--- config.mk ---
export PLATFORM = sky130hd
export DESIGN_NAME = aesSequencer_flat
export DESIGN_NICKNAME = d
export VERILOG_FILES = /design/src/logic/aesCtrlPkg.sv /design/src/logic/aesTypesPkg.sv /design/src/logic/roundStepIf.sv /design/src/logic/aesSequencer.sv /design/src/flat_wrapper.sv
export VERILOG_INCLUDE_DIRS = /design/src /design/src/include
export SDC_FILE = /design/constraint.sdc
export NUM_CORES = 1
export LEC_CHECK = 0
export BUFFER_PORTS_ARGS = -buffer_cell sky130_fd_sc_hd__buf_2
export CORE_AREA = 2 2 39 41
export DETAILED_ROUTE_END_ITERATION = 8
export DIE_AREA = 0 0 41 43
export RECOVER_POWER = 100
export SYNTH_ARGS = -nofsm -noshare
export SYNTH_HDL_FRONTEND = slang
export SYNTH_SLANG_ARGS = --single-unit
export TNS_END_PERCENT = 100
--- constraint.sdc ---
create_clock -name clock -period 1.4 [get_ports clock]
set_clock_uncertainty 0.1 [all_clocks]
set_input_delay 0.07 -clock clock [delete_from_list [all_inputs] [get_ports clock]]
set_output_delay 0.07 -clock clock [all_outputs]
set_load 0.02 [all_outputs]
--- src/include/aes_cfg.svh ---
`ifndef AES_CFG_SVH
`define AES_CFG_SVH

`define AES_ROUNDS 10
`define AES_BLOCK_BITS 128
`define AES_BYTE_BITS 8

// low byte of the field reduction x^8 + x^4 + x^3 + x + 1
`define AES_GF_POLY 8'h1B
`define AES_AFFINE_C 8'h63
`define AES_RCON_FIRST 8'h01

`endif
--- src/logic/aesCtrlPkg.sv ---
package aesCtrlPkg;

	// one state per registered stage, idle and done wait for start
	typedef enum logic [2:0] {
		stIdle,
		stAddKey,
		stSub,
		stShift,
		stMix,
		stAddRound,
		stDone
	} seqState;

endpackage

--- src/logic/aesTypesPkg.sv ---
`include "aes_cfg.svh"

package aesTypesPkg;

	// byte 0 sits in the top bits, columns of four bytes follow each other
	typedef logic [`AES_BLOCK_BITS-1:0] aesBlock;
	typedef logic [4*`AES_BYTE_BITS-1:0] aesWord;
	typedef logic [`AES_BYTE_BITS-1:0] aesByte;
	typedef logic [3:0] roundIndex;

	function automatic aesByte xtime(input aesByte b);
		return {b[6:0], 1'b0} ^ (b[7] ? `AES_GF_POLY : 8'h00);
	endfunction

	function automatic aesByte gfMul(input aesByte a, input aesByte b);
		aesByte prod;
		aesByte term;
		prod = '0;
		term = a;
		for (int i = 0; i < `AES_BYTE_BITS; i++) begin
			if (b[i])
				prod = prod ^ term;
			term = xtime(term);
		end
		return prod;
	endfunction

	function automatic aesBlock shiftRows(input aesBlock b);
		aesBlock s;
		s = '0;
		for (int c = 0; c < 4; c++) begin
			for (int r = 0; r < 4; r++)
				s[127 - 8*(r + 4*c) -: 8] = b[127 - 8*(r + 4*((c + r) % 4)) -: 8]; // row r rotates left by r
		end
		return s;
	endfunction

	function automatic aesBlock mixColumns(input aesBlock b);
		aesBlock m;
		aesWord col;
		m = '0;
		for (int c = 0; c < 4; c++) begin
			col = b[127 - 32*c -: 32];
			m[127 - 32*c -: 32] = {
				xtime(col[31:24]) ^ xtime(col[23:16]) ^ col[23:16] ^ col[15:8] ^ col[7:0],
				col[31:24] ^ xtime(col[23:16]) ^ xtime(col[15:8]) ^ col[15:8] ^ col[7:0],
				col[31:24] ^ col[23:16] ^ xtime(col[15:8]) ^ xtime(col[7:0]) ^ col[7:0],
				xtime(col[31:24]) ^ col[31:24] ^ col[23:16] ^ col[15:8] ^ xtime(col[7:0])};
		end
		return m;
	endfunction

endpackage

--- src/logic/roundStepIf.sv ---
interface roundStepIf;

	logic load;      // capture plaintext and key
	logic addFirst;  // initial AddRoundKey
	logic subStep;
	logic shiftStep;
	logic mixStep;
	logic addRound;  // AddRoundKey after MixColumns
	logic finish;    // last AddRoundKey into output register

	modport sequencer(
		output load, addFirst, subStep, shiftStep, mixStep, addRound, finish
	);

	modport datapath(
		input load, addFirst, subStep, shiftStep, mixStep, addRound, finish
	);

	modport keys(input load, addFirst, addRound);

endinterface

--- src/logic/aesSequencer.sv ---
`include "aes_cfg.svh"

module aesSequencer (
	input logic clock,
	input logic reset,
	input logic start,
	roundStepIf.sequencer step,
	output logic done
);
	import aesCtrlPkg::*;
	import aesTypesPkg::*;

	seqState state;
	seqState nextState;
	roundIndex round;
	logic lastRound;

	assign lastRound = (round == roundIndex'(`AES_ROUNDS));

	always_ff @(posedge clock or posedge reset) begin
		if (reset) begin
			state <= stIdle;
			round <= '0;
		end else begin
			state <= nextState;
			if (step.load)
				round <= '0; // every block starts counting from zero
			else if (step.addFirst || step.addRound)
				round <= round + 1'b1;
		end
	end

	always_comb begin
		nextState = state;
		step.load = 1'b0;
		step.addFirst = 1'b0;
		step.subStep = 1'b0;
		step.shiftStep = 1'b0;
		step.mixStep = 1'b0;
		step.addRound = 1'b0;
		step.finish = 1'b0;
		case (state)
			stIdle, stDone: begin
				if (start) begin
					step.load = 1'b1;
					nextState = stAddKey;
				end
			end
			stAddKey: begin
				step.addFirst = 1'b1;
				nextState = stSub;
			end
			stSub: begin
				step.subStep = 1'b1;
				nextState = stShift;
			end
			stShift: begin
				step.shiftStep = 1'b1;
				nextState = lastRound ? stAddRound : stMix; // final round has no MixColumns
			end
			stMix: begin
				step.mixStep = 1'b1;
				nextState = stAddRound;
			end
			stAddRound: begin
				if (lastRound) begin
					step.finish = 1'b1;
					nextState = stDone;
				end else begin
					step.addRound = 1'b1;
					nextState = stSub;
				end
			end
			default: nextState = stIdle;
		endcase
	end

	assign done = (state == stDone);

endmodule

--- src/flat_wrapper.sv ---
// flat-port wrapper written by rule: the top's interface ports become plain ports
module aesSequencer_flat import aesCtrlPkg::*; import aesTypesPkg::*;
  (clock, reset, start, done, step_load, step_addFirst, step_subStep, step_shiftStep, step_mixStep, step_addRound, step_finish);
  roundStepIf step_i ();
  input logic clock;
  input logic reset;
  input logic start;
  output logic done;
  output wire logic [$bits(step_i.load)-1:0] step_load;
  output wire logic [$bits(step_i.addFirst)-1:0] step_addFirst;
  output wire logic [$bits(step_i.subStep)-1:0] step_subStep;
  output wire logic [$bits(step_i.shiftStep)-1:0] step_shiftStep;
  output wire logic [$bits(step_i.mixStep)-1:0] step_mixStep;
  output wire logic [$bits(step_i.addRound)-1:0] step_addRound;
  output wire logic [$bits(step_i.finish)-1:0] step_finish;
  assign step_load = step_i.load;
  assign step_addFirst = step_i.addFirst;
  assign step_subStep = step_i.subStep;
  assign step_shiftStep = step_i.shiftStep;
  assign step_mixStep = step_i.mixStep;
  assign step_addRound = step_i.addRound;
  assign step_finish = step_i.finish;
  aesSequencer u_core (.clock(clock), .reset(reset), .start(start), .step(step_i), .done(done));
endmodule
After elaboration in Yosys (flattened, before gate mapping)
Index checks and enable logic that the tools add are counted.
{"block": "classes", "eq_ne": 8, "n_reduce_logical": 4, "addsub": 1, "n_mux": 16}
{"op": "$pmux W3 S6", "count": 1}
{"op": "$mux W1", "count": 11}
{"op": "$eq A3 B3 Y1 const B", "count": 3}
{"op": "$mux W4", "count": 2}
{"op": "$eq A3 B2 Y1 const B", "count": 2}
{"op": "$mux W3", "count": 2}
{"op": "$add A4 B1 Y4 const B", "count": 1}
{"op": "$eq A4 B4 Y1 const B", "count": 1}
{"op": "$eq A3 B1 Y1 const B", "count": 1}
{"op": "$logic_not A3 Y1", "count": 1}
{"op": "$ne A2 B2 Y1 const B", "count": 1}
{"op": "$reduce_bool A2 Y1", "count": 1}
{"op": "$reduce_or A2 Y1", "count": 1}
{"op": "$logic_or A1 B1 Y1", "count": 1}
{"block": "word_totals", "ff_bits": 7}

Depth between registers and ports, before layout
{"block": "depth", "ltp_word": 6, "ltp_mapped": 5, "mapped_depth_nobuf": 5}

Worst setup path after synthesis
No wires, ideal clock.
{"block": "synth_timing", "path_type": "register to register", "start": "reg u_core.state[0]", "end": "reg u_core.round[0]", "n_path_buf": 1, "required_time_ns": 1.152, "period_less_slack_ns": 1.349, "path_slack_ns": 0.051, "path_stages_with_launch": 5, "arrival_time_ns": 1.101, "cell_sequence": "dfrtp_1 > buf_4 > nand2b_1 > nor2_1 > a21oi_1"}
{"block": "synth_between", "elab_chain_len": 4, "elab_cells_between_ends": 11, "classes_between": "eq/ne: 3; mux: 4; reduce/logical: 4"}
{"item": "start, declared", "line_no": "aesSequencer.sv:13", "source": "seqState state;"}
{"item": "start signal, assigned", "line_no": "aesSequencer.sv:22", "source": "state <= stIdle;"}
{"item": "start signal, assigned", "line_no": "aesSequencer.sv:25", "source": "state <= nextState;"}
{"item": "$eq A3 B3 Y1 or $logic_not A3 Y1 (tied branches)", "line_no": "aesSequencer.sv:42", "source": "case (state)"}
{"item": "$reduce_or A2 Y1 *", "line_no": "aesSequencer.sv:42"}
{"item": "$mux W1 *", "line_no": "aesSequencer.sv:42"}
{"item": "named net step_load", "line_no": "flat_wrapper.sv:9", "source": "output wire logic [$bits(step_i.load)-1:0] step_load;"}
{"item": "$mux W4 or $reduce_bool A2 Y1 (tied branches)"}
{"item": "end signal, assigned", "line_no": "aesSequencer.sv:29", "source": "round <= round + 1'b1;"}
{"item": "end, declared", "line_no": "aesSequencer.sv:15", "source": "roundIndex round;"}
Mark *: on every way through the listed nets, which the timed path passes. The rest lies on a longest branch.
A chain may end at the register's enable or synchronous reset.

Worst setup path after layout
{"block": "layout_timing", "start": "reg u_core.round[0]", "end": "out step_addRound"}
{"block": "layout_between", "elab_chain_len": 3}
{"item": "$eq A4 B4 Y1", "line_no": "aesSequencer.sv:18", "source": "assign lastRound = (round == roundIndex'(`AES_ROUNDS));"}
{"item": "$mux W1", "line_no": "aesSequencer.sv:66", "source": "if (lastRound) begin"}
{"item": "$mux W1", "line_no": "aesSequencer.sv:42"}
{"item": "end, declared", "line_no": "flat_wrapper.sv:14", "source": "output wire logic [$bits(step_i.addRound)-1:0] step_addRound;"}
Every way passes these cells.

==> key figures <==
Yosys
  – Instance count of the mapped netlist: 54
  – Syn Nets: 59
  – Ys async rst share: 1.00
  – Netlist cell types: 23
  – Top-count cell post-synth: dfrtp_1
  – Largest area contributor in the netlist: dfrtp_1
  – Yosys warns: 0
  – Area contributors post-synth: dfrtp_1, a21o_1, ha_1
  – Sequential area share after synthesis: 0.371
  – Avg Inst Size Synth: 8.74 um2
  – Most used flip-flop cell after synthesis: dfrtp_1
  – Top cell type's share of synthesized area: 0.371
  – Post-synth top cells: dfrtp_1, nor2_1, inv_1
  – Post-synth EDFFs: 0
  – Mapped Area: 472 um2
  – Seq cells post-synth: 7

Floorplanning
  – Area of the core: 1380 um2
  – Die width: 41 um
  – Die height: 43 um
  – # rows: 14
  – # IOs: 11
  – Die ar.: 1760 um2
  – Starting density of the core: 0.341

Timing
  – Worst slew pin tran: 0.279 ns
  – Slew HR: 0.814
  – Tcrit/Tclk final: 1.05
  – Hold Violations, Final: 0
  – Setup violations, final: 2
  – Setup_tns: -0.112 ns
  – Max-slew violations: 0
  – Fin crit period: 1.47 ns
  – Fmax: 0.679 GHz
  – Final hold slack: 0.0512 ns
  – RSZ-0062 raised after global routing: true
  – Final WS setup: -0.0737 ns

Drt
  – Via density: 4.90
  – ANT nets after route: 0
  – DR WL/cell: 11.2 um
  – Drc violations: 0
  – WL final: 1020 um
  – DR pass1 iterations: 2
  – Drt first-iter violations: 2
  – Via count: 446

Setup path
  – FF-to-FF setup slack: 0.10 ns
  – CP arrival: 1.30 ns
  – Worst Path Max Fanout: 4
  – Worst EP required: 1.23 ns
  – Largest stage delay on the critical path: 0.39 ns
  – Crit-path slowest cell: dfrtp_1
  – Worst Reg-to-Reg Cells: 5
  – Critical path class: flop to primary output
  – CP Cell Sequence: inv_2 -> ha_4 -> nand3b_1 -> and3_1 -> buf_6
  – Crit start category: flop
  – Critical R2R Capture: u_core.round[0]
  – Launching point of the worst reg2reg path: u_core.round[0]
  – Crit path launch: u_core.round[0]
  – Crit end category: primary output

CTS
  – CTS tree: done
  – Sink Count: 7
  – H-tree Lvls: 1
  – Deepest clock path buffer count: 2
  – CTS clk-pin slew, worst paths: 0.05 ns
  – Total CTS buffers: 3
  – Clock Latency Late Sink: 0.26 ns
  – Clock root buffer: clkbuf_4

Final layout
  – Ant diodes: 0
  – Final core occ: 0.485
  – NumNets Final: 81
  – Share of layout cells above drive strength 1: 0.400
  – Syn-to-layout area delta: 42.2%
  – Filler cells: 147

Run
  – Max Cap Violations: 0

Power and ir drop
  – Sw Ratio: 0.419
  – Sequential power share: 0.253
  – Clock group share of total power: 0.125
  – Int Pwr: 0.880 mW
  – Leakage power: 0.338 nW
  – Peak VDD IR: 0.000735 V
  – Comb power frac: 0.622
  – Pwr Density: 2260 nW/um2
  – Sw power: 0.636 mW
  – Final Power: 1.52 mW

Outcome
  – Failing checks: negative setup slack
  – Outcome: complete, but fails checks

Global route
  – Vias in the first global route: 433
  – Largest net degree at the start of global routing: 9
  – First-pass GRT wire length: 1730 um
  – Met3 GRT Util: 0.0314
  – GR Overflow Total: 0
  – Initial antenna violation count: 0
  – GRT busiest layer: met2
  – M2 GR Usage: 0.228
  – Met1 usage: 0.185
  – GRT Resource Usage Total: 0.149

Placement
  – RePlAce Congestion: 0.685
  – Port bufs: 10
  – Post-DP HPWL: 786 um
  – DP Worst Slack: 0.0361 ns

Hold path
  – Worst Hold Depth: 3
  – Tightest Hold Check Type: input pin to flop
  – Hold Startpoint: start
  – Hold Path End: u_core.state[0]
## state kept, by name (all words and copies together) (netlist names)
signal and flops:
u_core.state 3, u_core.round 4
## per-layer routing
metal / routed length (um) / vias up
met4: 27 / 0
met2: 473 / 11
met3: 43 / 3
met5: 0 / -
li1: - / 230
met1: 471 / 202
## worst max path at each step
stage,to,cells after the start
floorplan,u_core.round[0],4
detailed placement,u_core.round[0],5
CTS,step_addRound,4
global placement,u_core.round[0],5
global route,step_addRound,5
finish,step_addRound,5
## kinds of logic (layout without fill, tap and decap cells)
group	count (synthesis)	count (layout)	share of synthesized area
AOI/OAI and AO/OA	15	15	0.210
xor gates and xnor gates	1	1	0.0186
adders and majority gates	2	2	0.0530
buffers and inverters	8	29	0.0822
DFF	7	7	0.371
and+or+nand+nor	21	21	0.265
## critical path: cells and delay by family (launching register included)
kind                       cells  cell delay [ns]
DFF                            1             0.39
and+or+nand+nor                2             0.32
buffers and inverters          2             0.21
adders and majority gates      1             0.13
## layout make-up
type                       count  area (um2)  area share
multi-input combinational     39         279       0.416
inverter                       5        18.8      0.0280
timing repair buffer          20         150       0.224
tap                           16        20.0      0.0299
sequential                     7         176       0.263
clock buffer                   4        26.3      0.0392
## timing repair
item / 4_1_cts / 5_1_grt
hold buffers: 1 / 0
hold endpoints to repair: 7 / 0
endpoints found under the setup margin: 4 / 9
setup buffers: 2 / 0
pin swaps: 3 / 2
resized for setup: 10 / 5
## through the flow
stage / area [um2] / cells
6_report: 671 / 91
5_1_grt: 671 / 91
4_1_cts: 656 / 91
3_5_place_dp: 574 / 84
3_3_place_gp: 574 / 84
2_1_floorplan: 472 / 54
## power groups by stage
stage,Clock (mW),Combinational (mW),Sequential [mW]
6_report,0.189,0.942,0.384
2_1_floorplan,0,0.573,0.350
4_1_cts,0.196,0.913,0.382
3_5_place_dp,0,0.812,0.375
3_3_place_gp,0,0.804,0.371
5_1_grt,0.209,1.06,0.394
## cell usage in the layout (no fill, tap or decap), types with 2 or more instances in the layout
cell,n
inv_1,4
clkbuf_4,3
nor2_1,5
buf_2,3
o21ai_0,4
buf_4,13
nand3_1,2
a21o_1,4
buf_6,2
and3_1,3
a21oi_1,3
dfrtp_1,6
nand4b_1,2
nand2b_1,2
Note: power is estimated with default switching activity, not from simulation.
